===== src/source/ps_bus_pkg.sv =====
/*
 * Shared definitions of the PS system bus
 * AXI response codes, region select field and register offsets
 */

package ps_bus_pkg;

  // AXI response codes
  localparam logic [2-1:0] RESP_OKAY   = 2'd0;
  localparam logic [2-1:0] RESP_SLVERR = 2'd2;

  // Region select field in the byte address
  localparam int REGION_MSB = 22;
  localparam int REGION_LSB = 20;

  localparam logic [3-1:0] REGION_HK   = 3'd0;  // Housekeeping
  localparam logic [3-1:0] REGION_GPIO = 3'd1;  // GPIO, other codes unmapped

  // Offsets are compared on the bits below the region field
  localparam int OFS_W = 20;

  localparam logic [OFS_W-1:0] HK_OFS_ID      = 20'h0_0000;
  localparam logic [OFS_W-1:0] HK_OFS_LED     = 20'h0_0004;
  localparam logic [OFS_W-1:0] HK_OFS_SCRATCH = 20'h0_0008;

  localparam logic [OFS_W-1:0] GPIO_OFS_OUT = 20'h0_0000;
  localparam logic [OFS_W-1:0] GPIO_OFS_DIR = 20'h0_0004;
  localparam logic [OFS_W-1:0] GPIO_OFS_IN  = 20'h0_0008;

endpackage


===== src/source/axi_gp_slave.sv =====
/*
 * AXI3 single-beat slave for the GP port
 * Converts one AXI transaction at a time into system bus strobes
 * Bursts and bus timeouts answer with SLVERR
 */

module axi_gp_slave import ps_bus_pkg::*; #(
  parameter int IW          = 12,  // AXI ID width
  parameter int SYS_TIMEOUT = 16   // Bus timeout in cycles
)(
  input  logic           clk_i       ,
  input  logic           arst_n_i    ,
  // Write address
  input  logic [IW-1:0]  awid_i      ,
  input  logic [32-1:0]  awaddr_i    ,
  input  logic [ 4-1:0]  awlen_i     ,
  input  logic           awvalid_i   ,
  output logic           awready_o   ,
  // Write data
  input  logic [32-1:0]  wdata_i     ,
  input  logic [ 4-1:0]  wstrb_i     ,
  input  logic           wlast_i     ,
  input  logic           wvalid_i    ,
  output logic           wready_o    ,
  // Write response
  output logic [IW-1:0]  bid_o       ,
  output logic [ 2-1:0]  bresp_o     ,
  output logic           bvalid_o    ,
  input  logic           bready_i    ,
  // Read address
  input  logic [IW-1:0]  arid_i      ,
  input  logic [32-1:0]  araddr_i    ,
  input  logic [ 4-1:0]  arlen_i     ,
  input  logic           arvalid_i   ,
  output logic           arready_o   ,
  // Read data
  output logic [IW-1:0]  rid_o       ,
  output logic [32-1:0]  rdata_o     ,
  output logic [ 2-1:0]  rresp_o     ,
  output logic           rlast_o     ,
  output logic           rvalid_o    ,
  input  logic           rready_i    ,
  // System bus master
  output logic [32-1:0]  sys_addr_o  ,
  output logic [32-1:0]  sys_wdata_o ,
  output logic [ 4-1:0]  sys_sel_o   ,
  output logic           sys_wen_o   ,
  output logic           sys_ren_o   ,
  input  logic [32-1:0]  sys_rdata_i ,
  input  logic           sys_ack_i   ,
  input  logic           sys_err_i
);

localparam int TW = $clog2(SYS_TIMEOUT + 1);
localparam logic [TW-1:0] TMO_LAST = TW'(SYS_TIMEOUT - 1);

// FSM encoding
localparam logic [2-1:0] ST_IDLE = 2'd0;
localparam logic [2-1:0] ST_BUS  = 2'd1;
localparam logic [2-1:0] ST_RESP = 2'd2;

logic [ 2-1:0] state_q;
logic [TW-1:0] tmo_cnt;
logic          tmo_hit;
logic          answer;    // Bus answer or timeout
logic          wr_burst;
logic          rd_burst;

// Captured transaction
logic [IW-1:0] id_q;
logic [32-1:0] addr_q;
logic [32-1:0] wdata_q;
logic [ 4-1:0] sel_q;
logic          wr_q;      // 1 for write, 0 for read
logic [ 2-1:0] resp_q;
logic [32-1:0] rdata_q;

assign wr_burst = (awlen_i != 4'd0) || !wlast_i;  // More than one beat
assign rd_burst = (arlen_i != 4'd0);
assign tmo_hit  = (tmo_cnt == TMO_LAST);
assign answer   = sys_ack_i || sys_err_i || tmo_hit;

//////////////////////////////////////////////////////////////////////
// Control FSM

always_ff @(posedge clk_i or negedge arst_n_i) begin
  if (!arst_n_i) begin
    state_q   <= ST_IDLE;
    awready_o <= 1'b0;
    wready_o  <= 1'b0;
    arready_o <= 1'b0;
    sys_wen_o <= 1'b0;
    sys_ren_o <= 1'b0;
    bvalid_o  <= 1'b0;
    rvalid_o  <= 1'b0;
    rlast_o   <= 1'b0;
    tmo_cnt   <= '0;
  end else begin
    case (state_q)
      ST_IDLE: begin
        tmo_cnt <= '0;
        if (awready_o) begin            // Write handshake on this edge
          awready_o <= 1'b0;
          wready_o  <= 1'b0;
          if (wr_burst) begin
            bvalid_o <= 1'b1;            // Reject without bus access
            state_q  <= ST_RESP;
          end else begin
            sys_wen_o <= 1'b1;
            state_q   <= ST_BUS;
          end
        end else if (arready_o) begin   // Read handshake on this edge
          arready_o <= 1'b0;
          if (rd_burst) begin
            rvalid_o <= 1'b1;
            rlast_o  <= 1'b1;
            state_q  <= ST_RESP;
          end else begin
            sys_ren_o <= 1'b1;
            state_q   <= ST_BUS;
          end
        end else if (awvalid_i && wvalid_i) begin
          awready_o <= 1'b1;             // Write has priority
          wready_o  <= 1'b1;
        end else if (arvalid_i) begin
          arready_o <= 1'b1;
        end
      end
      ST_BUS: begin
        sys_wen_o <= 1'b0;               // Single cycle strobe
        sys_ren_o <= 1'b0;
        tmo_cnt   <= tmo_cnt + 1'b1;
        if (answer) begin
          if (wr_q) begin
            bvalid_o <= 1'b1;
          end else begin
            rvalid_o <= 1'b1;
            rlast_o  <= 1'b1;
          end
          state_q <= ST_RESP;
        end
      end
      ST_RESP: begin
        // Hold until the master takes it
        if ((bvalid_o && bready_i) || (rvalid_o && rready_i)) begin
          bvalid_o <= 1'b0;
          rvalid_o <= 1'b0;
          rlast_o  <= 1'b0;
          state_q  <= ST_IDLE;
        end
      end
      default: state_q <= ST_IDLE;
    endcase
  end
end

//////////////////////////////////////////////////////////////////////
// Transaction capture and response

always_ff @(posedge clk_i) begin
  if ((state_q == ST_IDLE) && awready_o) begin
    id_q    <= awid_i;
    addr_q  <= awaddr_i;
    wdata_q <= wdata_i;
    sel_q   <= wstrb_i;
    wr_q    <= 1'b1;
    resp_q  <= RESP_SLVERR;           // Kept only for a burst
    rdata_q <= '0;
  end else if ((state_q == ST_IDLE) && arready_o) begin
    id_q    <= arid_i;
    addr_q  <= araddr_i;
    wdata_q <= '0;
    sel_q   <= 4'hF;                  // Full word read
    wr_q    <= 1'b0;
    resp_q  <= RESP_SLVERR;
    rdata_q <= '0;
  end else if ((state_q == ST_BUS) && answer) begin
    if (sys_ack_i && !sys_err_i) begin
      resp_q  <= RESP_OKAY;
      rdata_q <= sys_rdata_i;
    end else begin
      resp_q  <= RESP_SLVERR;         // Error or timeout
      rdata_q <= '0;
    end
  end
end

// Bus and response outputs from the captured registers
assign sys_addr_o  = addr_q;
assign sys_wdata_o = wdata_q;
assign sys_sel_o   = sel_q;

assign bid_o   = id_q;   // ID echo
assign bresp_o = resp_q;
assign rid_o   = id_q;
assign rresp_o = resp_q;
assign rdata_o = rdata_q;

endmodule


===== src/source/gpio_regs.sv =====
/*
 * GPIO register slave
 * Output and direction registers, synchronized input readback
 */

module gpio_regs import ps_bus_pkg::*; #(
  parameter int GPIO_W = 24  // Number of GPIO lines
)(
  input  logic               clk_i    ,
  input  logic               arst_n_i ,
  // System bus slave, full word access, sel has no effect
  input  logic [    32-1:0]  addr_i   ,
  input  logic [    32-1:0]  wdata_i  ,
  input  logic [     4-1:0]  sel_i    ,
  input  logic               wen_i    ,
  input  logic               ren_i    ,
  output logic [    32-1:0]  rdata_o  ,
  output logic               ack_o    ,
  // GPIO pins
  input  logic [GPIO_W-1:0]  gpio_i   ,
  output logic [GPIO_W-1:0]  gpio_o   ,
  output logic [GPIO_W-1:0]  gpio_t_o   // 1 means input
);

logic [ OFS_W-1:0] offs;
logic [GPIO_W-1:0] in_meta;
logic [GPIO_W-1:0] in_sync;

assign offs = addr_i[OFS_W-1:0];

always_ff @(posedge clk_i or negedge arst_n_i) begin
  if (!arst_n_i) begin
    ack_o    <= 1'b0;
    gpio_o   <= '0;
    gpio_t_o <= '0;
    in_meta  <= '0;
    in_sync  <= '0;
  end else begin
    ack_o   <= wen_i || ren_i;
    in_meta <= gpio_i;   // Two flop synchronizer
    in_sync <= in_meta;
    if (wen_i && (offs == GPIO_OFS_OUT)) gpio_o   <= wdata_i[GPIO_W-1:0];
    if (wen_i && (offs == GPIO_OFS_DIR)) gpio_t_o <= wdata_i[GPIO_W-1:0];
  end
end

// Read data, zero extended
always_ff @(posedge clk_i) begin
  if (ren_i) begin
    rdata_o <= '0;
    case (offs)
      GPIO_OFS_OUT: rdata_o[GPIO_W-1:0] <= gpio_o;
      GPIO_OFS_DIR: rdata_o[GPIO_W-1:0] <= gpio_t_o;
      GPIO_OFS_IN:  rdata_o[GPIO_W-1:0] <= in_sync;
      default:      ;                    // Unknown offset reads zero
    endcase
  end
end

endmodule


===== src/source/hk_regs.sv =====
/*
 * Housekeeping register slave
 * ID word, LED register and byte addressable scratch word
 */

module hk_regs import ps_bus_pkg::*; #(
  parameter logic [32-1:0] HK_ID = 32'h5250_0001  // Read-only ID word
)(
  input  logic           clk_i    ,
  input  logic           arst_n_i ,
  // System bus slave
  input  logic [32-1:0]  addr_i   ,
  input  logic [32-1:0]  wdata_i  ,
  input  logic [ 4-1:0]  sel_i    ,
  input  logic           wen_i    ,
  input  logic           ren_i    ,
  output logic [32-1:0]  rdata_o  ,
  output logic           ack_o    ,
  // LEDs
  output logic [ 8-1:0]  led_o
);

logic [OFS_W-1:0] offs;
logic [   32-1:0] scratch_q;

assign offs = addr_i[OFS_W-1:0];

//////////////////////////////////////////////////////////////////////
// Ack and LED register

always_ff @(posedge clk_i or negedge arst_n_i) begin
  if (!arst_n_i) begin
    ack_o <= 1'b0;
    led_o <= '0;
  end else begin
    ack_o <= wen_i || ren_i;  // Every offset answers
    if (wen_i && (offs == HK_OFS_LED) && sel_i[0]) begin
      led_o <= wdata_i[7:0];  // Byte lane 0 only
    end
  end
end

//////////////////////////////////////////////////////////////////////
// Scratch word

always_ff @(posedge clk_i) begin
  if (wen_i && (offs == HK_OFS_SCRATCH)) begin
    for (int b = 0; b < 4; b++) begin
      if (sel_i[b]) scratch_q[8*b +: 8] <= wdata_i[8*b +: 8];  // Per lane
    end
  end
end

//////////////////////////////////////////////////////////////////////
// Read data

always_ff @(posedge clk_i) begin
  if (ren_i) begin
    case (offs)
      HK_OFS_ID:      rdata_o <= HK_ID;
      HK_OFS_LED:     rdata_o <= {24'h0, led_o};
      HK_OFS_SCRATCH: rdata_o <= scratch_q;
      default:        rdata_o <= '0;  // Unknown offset
    endcase
  end
end

endmodule


===== src/source/ps_bus_top.sv =====
/*
 * PL side of the processor wrapper
 * AXI GP slave, system bus decoder and two register slaves
 */

module ps_bus_top #(
  parameter int            IW          = 12,
  parameter int            SYS_TIMEOUT = 16,
  parameter int            GPIO_W      = 24,
  parameter logic [32-1:0] HK_ID       = 32'h5250_0001
)(
  input  logic               clk_i     ,
  input  logic               arst_n_i  ,
  // AXI3 GP port
  input  logic [    IW-1:0]  awid_i    ,
  input  logic [    32-1:0]  awaddr_i  ,
  input  logic [     4-1:0]  awlen_i   ,
  input  logic               awvalid_i ,
  output logic               awready_o ,
  input  logic [    32-1:0]  wdata_i   ,
  input  logic [     4-1:0]  wstrb_i   ,
  input  logic               wlast_i   ,
  input  logic               wvalid_i  ,
  output logic               wready_o  ,
  output logic [    IW-1:0]  bid_o     ,
  output logic [     2-1:0]  bresp_o   ,
  output logic               bvalid_o  ,
  input  logic               bready_i  ,
  input  logic [    IW-1:0]  arid_i    ,
  input  logic [    32-1:0]  araddr_i  ,
  input  logic [     4-1:0]  arlen_i   ,
  input  logic               arvalid_i ,
  output logic               arready_o ,
  output logic [    IW-1:0]  rid_o     ,
  output logic [    32-1:0]  rdata_o   ,
  output logic [     2-1:0]  rresp_o   ,
  output logic               rlast_o   ,
  output logic               rvalid_o  ,
  input  logic               rready_i  ,
  // Peripherals
  output logic [     8-1:0]  led_o     ,
  input  logic [GPIO_W-1:0]  gpio_i    ,
  output logic [GPIO_W-1:0]  gpio_o    ,
  output logic [GPIO_W-1:0]  gpio_t_o
);

//////////////////////////////////////////////////////////////////////
// System bus wires

logic [32-1:0] sys_addr,  sys_wdata, sys_rdata;
logic [ 4-1:0] sys_sel;
logic          sys_wen, sys_ren, sys_ack, sys_err;

logic [32-1:0] hk_addr, hk_wdata, hk_rdata;
logic [ 4-1:0] hk_sel;
logic          hk_wen, hk_ren, hk_ack;

logic [32-1:0] gpio_addr, gpio_wdata, gpio_rdata;
logic [ 4-1:0] gpio_sel;
logic          gpio_wen, gpio_ren, gpio_ack;

//////////////////////////////////////////////////////////////////////
// AXI slave, bus master side

axi_gp_slave #(
  .IW          (IW         ),
  .SYS_TIMEOUT (SYS_TIMEOUT)
) axi_gp_slave_inst (
  .clk_i       (clk_i     ),
  .arst_n_i    (arst_n_i  ),
  .awid_i      (awid_i    ),
  .awaddr_i    (awaddr_i  ),
  .awlen_i     (awlen_i   ),
  .awvalid_i   (awvalid_i ),
  .awready_o   (awready_o ),
  .wdata_i     (wdata_i   ),
  .wstrb_i     (wstrb_i   ),
  .wlast_i     (wlast_i   ),
  .wvalid_i    (wvalid_i  ),
  .wready_o    (wready_o  ),
  .bid_o       (bid_o     ),
  .bresp_o     (bresp_o   ),
  .bvalid_o    (bvalid_o  ),
  .bready_i    (bready_i  ),
  .arid_i      (arid_i    ),
  .araddr_i    (araddr_i  ),
  .arlen_i     (arlen_i   ),
  .arvalid_i   (arvalid_i ),
  .arready_o   (arready_o ),
  .rid_o       (rid_o     ),
  .rdata_o     (rdata_o   ),
  .rresp_o     (rresp_o   ),
  .rlast_o     (rlast_o   ),
  .rvalid_o    (rvalid_o  ),
  .rready_i    (rready_i  ),
  .sys_addr_o  (sys_addr  ),
  .sys_wdata_o (sys_wdata ),
  .sys_sel_o   (sys_sel   ),
  .sys_wen_o   (sys_wen   ),
  .sys_ren_o   (sys_ren   ),
  .sys_rdata_i (sys_rdata ),
  .sys_ack_i   (sys_ack   ),
  .sys_err_i   (sys_err   )
);

//////////////////////////////////////////////////////////////////////
// Region decoder

sys_bus_decoder sys_bus_decoder_inst (
  .clk_i        (clk_i      ),
  .arst_n_i     (arst_n_i   ),
  .sys_addr_i   (sys_addr   ),
  .sys_wdata_i  (sys_wdata  ),
  .sys_sel_i    (sys_sel    ),
  .sys_wen_i    (sys_wen    ),
  .sys_ren_i    (sys_ren    ),
  .sys_rdata_o  (sys_rdata  ),
  .sys_ack_o    (sys_ack    ),
  .sys_err_o    (sys_err    ),
  .hk_addr_o    (hk_addr    ),
  .hk_wdata_o   (hk_wdata   ),
  .hk_sel_o     (hk_sel     ),
  .hk_wen_o     (hk_wen     ),
  .hk_ren_o     (hk_ren     ),
  .hk_rdata_i   (hk_rdata   ),
  .hk_ack_i     (hk_ack     ),
  .gpio_addr_o  (gpio_addr  ),
  .gpio_wdata_o (gpio_wdata ),
  .gpio_sel_o   (gpio_sel   ),
  .gpio_wen_o   (gpio_wen   ),
  .gpio_ren_o   (gpio_ren   ),
  .gpio_rdata_i (gpio_rdata ),
  .gpio_ack_i   (gpio_ack   )
);

//////////////////////////////////////////////////////////////////////
// Register slaves

hk_regs #(
  .HK_ID (HK_ID)
) hk_regs_inst (
  .clk_i    (clk_i    ),
  .arst_n_i (arst_n_i ),
  .addr_i   (hk_addr  ),
  .wdata_i  (hk_wdata ),
  .sel_i    (hk_sel   ),
  .wen_i    (hk_wen   ),
  .ren_i    (hk_ren   ),
  .rdata_o  (hk_rdata ),
  .ack_o    (hk_ack   ),
  .led_o    (led_o    )
);

gpio_regs #(
  .GPIO_W (GPIO_W)
) gpio_regs_inst (
  .clk_i    (clk_i      ),
  .arst_n_i (arst_n_i   ),
  .addr_i   (gpio_addr  ),
  .wdata_i  (gpio_wdata ),
  .sel_i    (gpio_sel   ),
  .wen_i    (gpio_wen   ),
  .ren_i    (gpio_ren   ),
  .rdata_o  (gpio_rdata ),
  .ack_o    (gpio_ack   ),
  .gpio_i   (gpio_i     ),
  .gpio_o   (gpio_o     ),
  .gpio_t_o (gpio_t_o   )
);

endmodule


===== src/source/sys_bus_decoder.sv =====
/*
 * System bus region decoder
 * Routes strobes to one slave and returns its read data and ack
 * Unmapped regions answer with an error pulse
 */

module sys_bus_decoder import ps_bus_pkg::*; (
  input  logic           clk_i         ,
  input  logic           arst_n_i      ,
  // From the bus master
  input  logic [32-1:0]  sys_addr_i    ,
  input  logic [32-1:0]  sys_wdata_i   ,
  input  logic [ 4-1:0]  sys_sel_i     ,
  input  logic           sys_wen_i     ,
  input  logic           sys_ren_i     ,
  output logic [32-1:0]  sys_rdata_o   ,
  output logic           sys_ack_o     ,
  output logic           sys_err_o     ,
  // Housekeeping slave
  output logic [32-1:0]  hk_addr_o     ,
  output logic [32-1:0]  hk_wdata_o    ,
  output logic [ 4-1:0]  hk_sel_o      ,
  output logic           hk_wen_o      ,
  output logic           hk_ren_o      ,
  input  logic [32-1:0]  hk_rdata_i    ,
  input  logic           hk_ack_i      ,
  // GPIO slave
  output logic [32-1:0]  gpio_addr_o   ,
  output logic [32-1:0]  gpio_wdata_o  ,
  output logic [ 4-1:0]  gpio_sel_o    ,
  output logic           gpio_wen_o    ,
  output logic           gpio_ren_o    ,
  input  logic [32-1:0]  gpio_rdata_i  ,
  input  logic           gpio_ack_i
);

logic [3-1:0] region;
logic         hit_hk;
logic         hit_gpio;
logic         err_q;

assign region   = sys_addr_i[REGION_MSB:REGION_LSB];
assign hit_hk   = (region == REGION_HK);
assign hit_gpio = (region == REGION_GPIO);

// Address, data and sel go to both, strobes only to the selected one
assign hk_addr_o    = sys_addr_i;
assign hk_wdata_o   = sys_wdata_i;
assign hk_sel_o     = sys_sel_i;
assign hk_wen_o     = sys_wen_i && hit_hk;
assign hk_ren_o     = sys_ren_i && hit_hk;

assign gpio_addr_o  = sys_addr_i;
assign gpio_wdata_o = sys_wdata_i;
assign gpio_sel_o   = sys_sel_i;
assign gpio_wen_o   = sys_wen_i && hit_gpio;
assign gpio_ren_o   = sys_ren_i && hit_gpio;

// Answer mux, address is held by the master until the answer
always_comb begin
  sys_rdata_o = '0;
  sys_ack_o   = 1'b0;
  if (hit_hk) begin
    sys_rdata_o = hk_rdata_i;
    sys_ack_o   = hk_ack_i;
  end else if (hit_gpio) begin
    sys_rdata_o = gpio_rdata_i;
    sys_ack_o   = gpio_ack_i;
  end
end

// Error pulse one cycle after a strobe to an unmapped region
always_ff @(posedge clk_i or negedge arst_n_i) begin
  if (!arst_n_i) err_q <= 1'b0;
  else           err_q <= (sys_wen_i || sys_ren_i) && !hit_hk && !hit_gpio;
end

assign sys_err_o = err_q;

endmodule


===== config.mk =====
export PLATFORM = sky130hd
export DESIGN_NAME = ps_bus_top
export DESIGN_NICKNAME = d
export VERILOG_FILES = /design/src/source/ps_bus_pkg.sv /design/src/source/axi_gp_slave.sv /design/src/source/gpio_regs.sv /design/src/source/hk_regs.sv /design/src/source/ps_bus_top.sv /design/src/source/sys_bus_decoder.sv
export SDC_FILE = /design/constraint.sdc
export NUM_CORES = 1
export LEC_CHECK = 0
export ABC_AREA = 1
export BUFFER_PORTS_ARGS = -buffer_cell sky130_fd_sc_hd__buf_2
export CORE_ASPECT_RATIO = 1.75
export CORE_MARGIN = 10
export CORE_UTILIZATION = 25
export CTS_BUF_LIST = sky130_fd_sc_hd__clkbuf_4 sky130_fd_sc_hd__clkbuf_8 sky130_fd_sc_hd__clkbuf_16
export DETAILED_ROUTE_END_ITERATION = 10
export SKIP_CTS_REPAIR_TIMING = 1
export SYNTH_ARGS = -nofsm -noshare
export SYNTH_HDL_FRONTEND = slang
export SYNTH_SLANG_ARGS = --single-unit
export TNS_END_PERCENT = 10

===== constraint.sdc =====
create_clock -name clk_i -period 3.51 [get_ports clk_i]
set_input_delay 0.1755 -clock clk_i [delete_from_list [all_inputs] [get_ports clk_i]]
set_output_delay 0.1755 -clock clk_i [all_outputs]
set_load 0.02 [all_outputs]

==> results of run 1 <==
==> layer usage <==
metal | track usage (%) | up-vias | routed length, um
met5 | 0 | - | 0
met4 | 4.71 | 0 | 1320
met3 | 3.43 | 73 | 2710
met2 | 20.9 | 308 | 19400
met1 | 13.6 | 4490 | 15000
li1 | - | 4787 | -
==> power groups by stage <==
stage	Sequential, W	Clock [W]	Combinational (W)
3_3_place_gp	0.00512	0	0.00262
4_1_cts	0.00507	0.00340	0.00267
5_1_grt	0.00514	0.00353	0.00320
3_5_place_dp	0.00514	0	0.00266
6_report	0.00506	0.00330	0.00287
2_1_floorplan	0.00539	0	0.00140
==> cells by family after synthesis <==
group                    after synthesis
buffers and inverters                199
AO/OA/AOI/OAI                         57
AND/OR/NAND/NOR                      700
adder cells (fa/ha/maj)                5
other                                  1
flip-flops                           314
==> how the worst min path moves through the flow <==
stage              from                     endpoint  depth (start not counted)
2_1_floorplan  arst_n_i  axi_gp_slave_inst.arready_o                          0
3_3_place_gp   arst_n_i   gpio_regs_inst.in_sync[10]                          1
3_5_place_dp   arst_n_i   gpio_regs_inst.in_sync[10]                          1
4_1_cts        arst_n_i    gpio_regs_inst.in_meta[7]                          1
5_1_grt        arst_n_i    gpio_regs_inst.in_meta[6]                          2
6_report       arst_n_i    gpio_regs_inst.in_meta[7]                          2
==> metrics by stage <==
step / area, sq um / cells
global placement: 14600 / 2155
global route: 16900 / 2340
finish: 16900 / 2340
detailed placement: 14600 / 2155
floorplan: 12700 / 1277
CTS: 15600 / 2207
==> layout make-up <==
| cell class | instances | share of cell area, % |
|---|---|---|
| repair buffers | 411 | 16.4 |
| flip-flops and latches | 314 | 50.1 |
| clock buffers | 37 | 4.75 |
| clock inverters | 15 | 1.12 |
| multi-input cells | 764 | 19.8 |
| inverters | 130 | 2.89 |
| diodes | 3 | 0.0443 |
| well taps | 666 | 4.92 |
==> layout by cell type (no fill, tap or decap), types with 2 or more instances in the layout <==
master / netlist / layout
nor2_4: 4 / 6
dlygate4sd3_1: 0 / 130
nand3_1: 77 / 77
nand2_1: 443 / 442
nand4_1: 33 / 33
dfrtp_1: 121 / 121
inv_2: 2 / 2
nand2_4: 2 / 3
conb_1: 1 / 2
a21oi_1: 2 / 2
nor2_1: 124 / 122
clkinvlp_4: 0 / 4
nand3_2: 2 / 2
edfxtp_1: 159 / 159
clkinv_2: 0 / 6
nand2_2: 5 / 5
buf_4: 16 / 15
clkinv_1: 2 / 3
bufinv_16: 0 / 4
o21ai_1: 11 / 11
nor2_8: 2 / 2
clkbuf_8: 0 / 3
buf_2: 26 / 264
buf_12: 0 / 2
clkbuf_16: 0 / 29
ha_1: 5 / 5
dfxtp_1: 34 / 34
o21ai_0: 40 / 40
inv_1: 126 / 125
clkbuf_4: 0 / 5
diode_2: 0 / 3
or2_2: 4 / 4
==> sequential cells by signal (all words and copies together) (netlist names), 2 cells and up <==
register / flops
hk_regs_inst.led_o: 8
gpio_regs_inst.rdata_o: 24
axi_gp_slave_inst.sys_wdata_o: 32
axi_gp_slave_inst.sys_addr_o: 23
axi_gp_slave_inst.sys_sel_o: 4
hk_regs_inst.scratch_q: 32
gpio_regs_inst.in_sync: 24
gpio_regs_inst.gpio_t_o: 24
hk_regs_inst.rdata_o: 32
axi_gp_slave_inst.rdata_o: 32
axi_gp_slave_inst.tmo_cnt: 5
axi_gp_slave_inst.state_q: 2
gpio_regs_inst.gpio_o: 24
gpio_regs_inst.in_meta: 24
axi_gp_slave_inst.bid_o: 12
==> impl_metrics.yaml, run 1 <==
synth:
  synth_compound_area_share_pct: 2.33
  yosysMostFrequentCell: "nand2_1"
  synth-edff-count: 159
  ys_ff_latch: 314
  synthMuxAreaShare_pct: 0
  synthTopCellsByArea: "edfxtp_1, dfrtp_1, nand2_1, dfxtp_1, inv_1"
  synth_top_family_by_area: "simple AND/OR/NAND/NOR gates"
  synth_xor_area_share_pct: 0
  synthSimpleGateAreaFrac_pct: 23.3
  ys_top_cells_by_count: "nand2_1, edfxtp_1, inv_1"
  yosysWarningCount: 0
  syn_area_sq_um: 12700
  netlist_instances: 1276
  synthAdderAreaFrac_pct: 0.494
  ys_async_sr_fraction_pct: 38.5
  synth.distinct_cells: 34
  ys.flop_type: "edfxtp_1"
  syn_area_per_cell_sq_um: 9.93
  yosysSeqAreaShare_pct: 66.9
  yosysTopAreaCellShare_pct: 37.7
  synth_top_cell_by_area: "edfxtp_1"
clocking:
  numCtsBuffers: 28
  clk_pin_slew_ps: 70
  clockBufferDepth: 3
  clk_latency_ps: 560
  cts-root-buf: "clkbuf_16"
  cts_tree: "done"
  clock_sink_count: 314
  h-tree-depth: 1
finish:
  multi_input_area_sq_um: 3340
  final_nets: 1818
  final_util_pct: 33.6
  drive_gt1_share_pct: 21.5
  syn_to_final_growth_pct: 33.6
  regArea_sq_um: 8480
  fillers: 5063
setup_path:
  cp_num_cells: 8
  r2r_slack_ps: 770
  ff2ff_path_depth: 8
  cpMostUsedCell: "nand2_1"
  r2r-end: "axi_gp_slave_inst.bid_o[2]"
  path_cells: "inv_1 > ha_1 > nand2_4 > clkinv_1 > buf_4 > nand2_1 > nand2_1 > dlygate4sd3_1"
  crit_family: "buffers and inverters"
  cp-end-kind: "flop"
  required_ps: 3820
  critPathSlowestCell: "dlygate4sd3_1"
  path_max_fanout: 46
  critPathBufInv: 4
  arrival_ps: 3060
  cp-startpoint: "axi_gp_slave_inst.state_q[0]"
  crit_type: "reg -> reg"
  setup.worst_path.end: "axi_gp_slave_inst.bid_o[2]"
  cp_slowest_stage_delay_ps: 550
  timing.rr.start: "axi_gp_slave_inst.state_q[0]"
  critPathLaunchType: "flop"
drt:
  vias_per_cell: 4.13
  ant_nets: 0
  first_pass_iters: 7
  totalWireLength_um: 38500
  drt_iter0_markers: 578
  drc: 0
  wl_per_cell_um: 16.4
  num_vias: 9658
global_routing:
  first_global_vias: 9437
  grt-ovfl-total: 0
  grt_pass1_wl_um: 56200
  antenna_found_initial: 3
  grt_usage_pct: 12.0
  grt_max_degree: 115
worst_hold_path:
  min_path_type: "in -> async"
sta:
  post-route-min-period_ps: 2740
  finalCritPeriodShare_pct: 78.2
  drv_slew: 0
  whs_ps: -21.4
  rsz0062_at_grt: "false"
  finalSetupViolations: 0
  fin_tns_setup_ps: 0
  fmax_mhz: 364
  skew_ps: 22.0
  finalHoldViolCount: 9
  setup_ws_ps: 765
  worstMarginPinSlew_ps: 1050
  slew_headroom_pct: 29.6
power:
  leakage_nw: 8.21
  sw_frac_of_total_pct: 32.8
  switchingPower_w: 0.00368
  peakVddDrop_mv: 0.339
  p_int_w: 0.00755
  powerDensity_nw_per_um2: 664
  p_comb_share_pct: 25.6
  p_total_w: 0.0112
  power.share.clock_pct: 29.4
  pwr-share-seq_pct: 45.0
flow_run:
  drv_cap: 0
placement:
  routabilityCongestion: 0.824
  pre_cts_ws_ps: 1040
  post-dp-hpwl_um: 27700
  io_buffers: 265
die:
  row_count: 109
  pin_count: 286
  die_area_sq_um: 60500
  fp.coreArea_sq_um: 50300
  initial_core_util_pct: 25.2
  die_x_um: 190
  chipHeight_um: 318
outcome:
  status: "complete, but fails checks"
  violations: "hold timing"
Power figures use the tool's default switching activity.
==> inputs of run 2 (changes only) <==
--- a/config.mk
+++ b/config.mk
@@ -5,7 +5,7 @@
 export SDC_FILE = /design/constraint.sdc
 export NUM_CORES = 1
 export LEC_CHECK = 0
-export ABC_AREA = 1
+export ABC_AREA = 0
 export BUFFER_PORTS_ARGS = -buffer_cell sky130_fd_sc_hd__buf_2
 export CORE_ASPECT_RATIO = 1.75
 export CORE_MARGIN = 10
==> constraint.sdc (replaced) <==
create_clock -name clk_i -period 2.4 [get_ports clk_i]
set_input_delay 0.12 -clock clk_i [delete_from_list [all_inputs] [get_ports clk_i]]
set_output_delay 0.12 -clock clk_i [all_outputs]
set_load 0.02 [all_outputs]
==> run 2 against run 1 <==
  * Largest power group unchanged
  * Synthesized cell count is 32% lower
  * Combinational power is 39% higher
  * Flip-flop and latch count stayed put
  * First-iteration DRC count is 33% lower
  * Die area is 2.0% lower
  * The run now ends clean
==> impl_metrics.yaml, run 2 <==
global_routing:
  first_global_vias: 8770
  grt_usage_pct: 12.3
  antenna_found_initial: 4
  grt_pass1_wl_um: 54900
  grt-ovfl-total: 0
  grt_max_degree: 60
drt:
  num_vias: 8575
  drc: 0
  drt_iter0_markers: 385
  totalWireLength_um: 39300
  ant_nets: 0
  first_pass_iters: 4
  wl_per_cell_um: 20.3
  vias_per_cell: 4.42
power:
  sw_frac_of_total_pct: 32.1
  p_int_w: 0.0108
  powerDensity_nw_per_um2: 939
  p_comb_share_pct: 25.0
  switchingPower_w: 0.00511
  peakVddDrop_mv: 0.534
  power.share.clock_pct: 29.9
  leakage_nw: 7.09
  p_total_w: 0.0159
  pwr-share-seq_pct: 45.1
synth:
  synth-edff-count: 159
  syn_area_sq_um: 12400
  ys_async_sr_fraction_pct: 38.5
  yosysTopAreaCellShare_pct: 38.5
  yosysSeqAreaShare_pct: 68.5
  ys_ff_latch: 314
  synth.distinct_cells: 53
  yosysMostFrequentCell: "edfxtp_1"
  ys.flop_type: "edfxtp_1"
  synth_top_cell_by_area: "edfxtp_1"
  synthTopCellsByArea: "edfxtp_1, dfrtp_1, mux2_2, dfxtp_1, mux2i_1"
  syn_area_per_cell_sq_um: 14.3
  ys_top_cells_by_count: "edfxtp_1, dfrtp_1, mux2_2"
  yosysWarningCount: 0
  netlist_instances: 868
sta:
  finalSetupViolations: 0
  finalCritPeriodShare_pct: 95.1
  finalHoldViolCount: 0
  fin_tns_setup_ps: 0
  worstMarginPinSlew_ps: 964
  rsz0062_at_grt: "false"
  slew_headroom_pct: 34.9
  post-route-min-period_ps: 2280
  drv_slew: 0
  whs_ps: 19.7
  skew_ps: 14.0
  fmax_mhz: 438
die:
  fp.coreArea_sq_um: 48900
  initial_core_util_pct: 25.4
  chipHeight_um: 315
  die_area_sq_um: 59200
  die_x_um: 188
  pin_count: 286
  row_count: 107
setup_path:
  path_max_fanout: 24
  ff2ff_path_depth: 5
  critPathLaunchType: "flop"
  crit_type: "reg -> reg"
  cp-end-kind: "flop"
  r2r_slack_ps: 120
  cp_slowest_stage_delay_ps: 540
  cp-startpoint: "axi_gp_slave_inst.sys_addr_o[9]"
  r2r-end: "gpio_regs_inst.gpio_t_o[10]"
  arrival_ps: 2720
  timing.rr.start: "axi_gp_slave_inst.sys_addr_o[9]"
  path_cells: "nor4_2 > nand4_2 > nor4_4 > buf_12 > mux2_2"
  critPathSlowestCell: "nor4_2"
  required_ps: 2840
clocking:
  clk_pin_slew_ps: 70
  cts_tree: "done"
  clockBufferDepth: 3
  clk_latency_ps: 570
  h-tree-depth: 1
  cts-root-buf: "clkbuf_16"
  numCtsBuffers: 28
  clock_sink_count: 314
finish:
  syn_to_final_growth_pct: 36.9
  layout_commonest_cell: "buf_2"
  final_util_pct: 34.7
  final_nets: 1430
  finish.instance_area_sq_um: 17000
  final_cell_mix: "buf_2, edfxtp_1, dlygate4sd3_1"
  fillers: 4726
  drive_gt1_share_pct: 36.6
placement:
  post-dp-hpwl_um: 27400
  io_buffers: 265
  routabilityCongestion: 0.799
  dpl_cell_area_sq_um: 14600
flow_run:
  drv_cap: 0
worst_hold_path:
  holdPathEnd: "axi_gp_slave_inst.state_q[0]"
  hold-path-cell-count: 4
  min_path_type: "in -> reg"
  min_from: "awlen_i[1]"
outcome:
  status: "complete, no violations"
==> run 2: how the worst max path moves through the flow <==
| stage | end | depth (start not counted) |
|---|---|---|
| after CTS | axi_gp_slave_inst.rdata_o[4] | 7 |
| after global routing | axi_gp_slave_inst.rdata_o[7] | 6 |
| after floorplan | hk_regs_inst.rdata_o[0] | 5 |
| after global placement | axi_gp_slave_inst.rdata_o[8] | 7 |
| final | gpio_regs_inst.gpio_t_o[10] | 5 |
| after detailed placement | axi_gp_slave_inst.rdata_o[16] | 7 |
==> run 2: power by group through the flow <==
stage	sequential (W)	combinational [W]	clock, W
floorplan	0.00749	0.00192	0
global placement	0.00725	0.00380	0
detailed placement	0.00730	0.00386	0
CTS	0.00719	0.00386	0.00489
global route	0.00727	0.00431	0.00507
finish	0.00718	0.00398	0.00476
==> run 2: final cells by class <==
type / instances / area, sq um / area share (%)
repair buffers: 435 / 3080 / 18.2
clock inverters: 15 / 133 / 0.782
clock buffers: 37 / 852 / 5.02
flip-flops and latches: 314 / 8480 / 50.0
inverters: 11 / 41.3 / 0.243
multi-input cells: 471 / 3550 / 20.9
diodes: 2 / 5.00 / 0.0295
well taps: 654 / 818 / 4.82
==> run 2: cells by family after synthesis <==
kind of cell,count (synthesis),share of synthesized area (%)
multiplexers,121,10.7
other,1,0.0303
buffers and inverters,84,3.44
flip-flops,314,68.5
AO/OA/AOI/OAI,145,7.84
adder cells (fa/ha/maj),5,0.505
AND/OR/NAND/NOR,196,8.86
XOR/XNOR,2,0.141
==> run 2: per-stage QoR <==
step                setup slack, ps  instances
global route                 0.0868       1939
global placement               45.2       1750
detailed placement            -28.4       1750
finish                          118       1939
floorplan                     -8.38        869
CTS                           -63.1       1802
==> run 2: layer usage <==
layer / vias up / part of all wire, % / global-route usage [%] / wire, um
met1: 4234 / 37 / 13.3 / 14600
met4: 2 / 4.1 / 5.52 / 1610
met5: - / 0.031 / 0 / 12
li1: 3990 / - / - / -
met3: 87 / 4.9 / 2.27 / 1910
met2: 262 / 54 / 22.6 / 21200
==> run 2: worst max-delay path, delay by kind of cell, from the launching register on <==
family                 cells  cell delay [ps]
and+or+nand+nor            3             1140
DFF                        1              390
muxes                      1              360
buffers and inverters      1              260
==> inputs of run 3 (changes only) <==
--- a/config.mk
+++ b/config.mk
@@ -10,7 +10,7 @@
 export CORE_ASPECT_RATIO = 1.75
 export CORE_MARGIN = 10
 export CORE_UTILIZATION = 25
-export CTS_BUF_LIST = sky130_fd_sc_hd__clkbuf_4 sky130_fd_sc_hd__clkbuf_8 sky130_fd_sc_hd__clkbuf_16
+export CTS_BUF_LIST = sky130_fd_sc_hd__clkbuf_8
 export DETAILED_ROUTE_END_ITERATION = 10
 export SKIP_CTS_REPAIR_TIMING = 1
 export SYNTH_ARGS = -nofsm -noshare
==> run 3 against run 2 <==
  * The flow now finishes with violations (hold timing)
  * First-iteration DRC count rose by 2.6%
  * Die area did not move
  * Maximum frequency rose by 2.8%
  * Power fell by 3.8%
  * Worst hold slack got worse by 24 ps
  * Routed wire length rose by 1.0%
  * Utilization fell by 0.24 points
  * Critical path type unchanged
  * Critical endpoint is now hk_regs_inst.scratch_q[3]
  * Largest cell class unchanged
==> impl_metrics.yaml, run 3 (synthesis gave the netlist of run 2 again) <==
clocking:
  clk_latency_ps: 590
  clockBufferDepth: 3
  cts_tree: "done"
  numCtsBuffers: 46
  cts-root-buf: "clkbuf_8"
  clk_pin_slew_ps: 60
  clock_sink_count: 314
  h-tree-depth: 2
setup_path:
  crit_type: "reg -> reg"
  cp_slowest_stage_delay_ps: 410
  arrival_ps: 2510
  path_cells: "nor4_1 > nand3_2 > nor3b_4 > and4_1 > buf_4"
  path_max_fanout: 8
  ff2ff_path_depth: 5
  required_ps: 2690
  cp-end-kind: "flop"
  critPathSlowestCell: "nor4_1"
  critPathLaunchType: "flop"
drt:
  wl_per_cell_um: 20.1
  first_pass_iters: 4
  ant_nets: 0
  totalWireLength_um: 39700
  num_vias: 8788
  drc: 0
  drt_iter0_markers: 395
  vias_per_cell: 4.45
sta:
  drv_slew: 0
  rsz0062_at_grt: "false"
  whs_ps: -3.95
  skew_ps: 21.2
  finalCritPeriodShare_pct: 92.4
  worstMarginPinSlew_ps: 995
  finalSetupViolations: 0
  fmax_mhz: 451
  slew_headroom_pct: 32.8
  finalHoldViolCount: 1
  setup_ws_ps: 181
  post-route-min-period_ps: 2220
global_routing:
  grt_pass1_wl_um: 55700
  grt-ovfl-total: 0
  antenna_found_initial: 4
  grt_max_degree: 60
  first_global_vias: 8968
  grt_usage_pct: 12.5
finish:
  fillers: 4751
  final_nets: 1448
  drive_gt1_share_pct: 36.4
  instances_no_fill: 1973
  final_util_pct: 34.5
  layout_commonest_cell: "buf_2"
  final_cell_mix: "buf_2, edfxtp_1, dlygate4sd3_1"
  finish.instance_area_sq_um: 16800
  syn_to_final_growth_pct: 36.0
placement:
  dpl_cell_area_sq_um: 14600
  post-dp-hpwl_um: 27400
  routabilityCongestion: 0.799
  placed_cells: 1750
  pre_cts_ws_ps: -28.4
  io_buffers: 265
die:
  fp.coreArea_sq_um: 48900
  die_x_um: 188
  row_count: 107
  initial_core_util_pct: 25.4
  chipHeight_um: 315
  die_area_sq_um: 59200
  pin_count: 286
worst_hold_path:
  min_path_type: "in -> reg"
  hold-path-cell-count: 4
outcome:
  violations: "hold timing"
  status: "complete, but fails checks"
power:
  leakage_nw: 7.10
  powerDensity_nw_per_um2: 909
  peakVddDrop_mv: 0.474
flow_run:
  drv_cap: 0
run 3: cell types whose count changed in the layout (fill, tap and decap cells not counted), moves of 2 or more:
| cell | before | now |
|---|---|---|
| clkinv_1 | 0 | 9 |
| inv_4 | 2 | 0 |
| inv_8 | 0 | 2 |
| inv_6 | 0 | 2 |
| clkbuf_8 | 5 | 48 |
| clkbuf_16 | 31 | 0 |
| inv_1 | 10 | 24 |
run 3: final cells by class:
class                           instances  area, sq um  share of cell area (%)
Inverter                               11         41.3                   0.245
Timing Repair Buffer                  435         3080                    18.3
Tap cell                              654          818                    4.86
Antenna cell                            2         5.00                  0.0297
Multi-Input combinational cell        471         3550                    21.1
Sequential cell                       314         8480                    50.3
Clock buffer                           48          661                    3.92
Clock inverter                         38          209                    1.24
run 3: stage by stage:
step           setup TNS (ps)  power [W]
4_1_cts                  -188     0.0154
6_report                    0     0.0153
3_5_place_dp             -157     0.0112
5_1_grt                     0     0.0161
2_1_floorplan            -268    0.00941
3_3_place_gp                0     0.0111
run 3: power by group:
group | leakage (nW) | switching [W] | internal, W
sequential | 3.31 | 0.000471 | 0.00672
combinational | 3.29 | 0.00262 | 0.00138
clock | 0.504 | 0.00212 | 0.00200
total | 7.10 | 0.00521 | 0.0101
run 3: critical path, delay by kind of cell (launching register included):
| family | cells | cell delay [ps] |
|---|---|---|
| and+or+nand+nor | 4 | 1360 |
| buffers and inverters | 1 | 190 |
| DFF | 1 | 360 |
run 3: path summary, 6_finish.rpt:
kind / startpoint / end / slack [ps]
max in group asynchronous: arst_n_i / gpio_regs_inst.in_meta[5] / 1530
min: awlen_i[1] / axi_gp_slave_inst.sys_wen_o / -4
max reg2reg: axi_gp_slave_inst.sys_addr_o[13] / hk_regs_inst.scratch_q[3] / 180
min in group asynchronous: arst_n_i / gpio_regs_inst.in_meta[18] / 60
min reg2reg: gpio_regs_inst.in_meta[12] / gpio_regs_inst.in_sync[12] / 350
max: axi_gp_slave_inst.sys_addr_o[13] / hk_regs_inst.scratch_q[3] / 180
run 3: layer usage:
metal / wire length [um] / track usage (%)
met1: 14700 / 13.3
met5: 7 / 0
met2: 21100 / 22.8
met4: 1820 / 6.06
met3: 2010 / 2.82
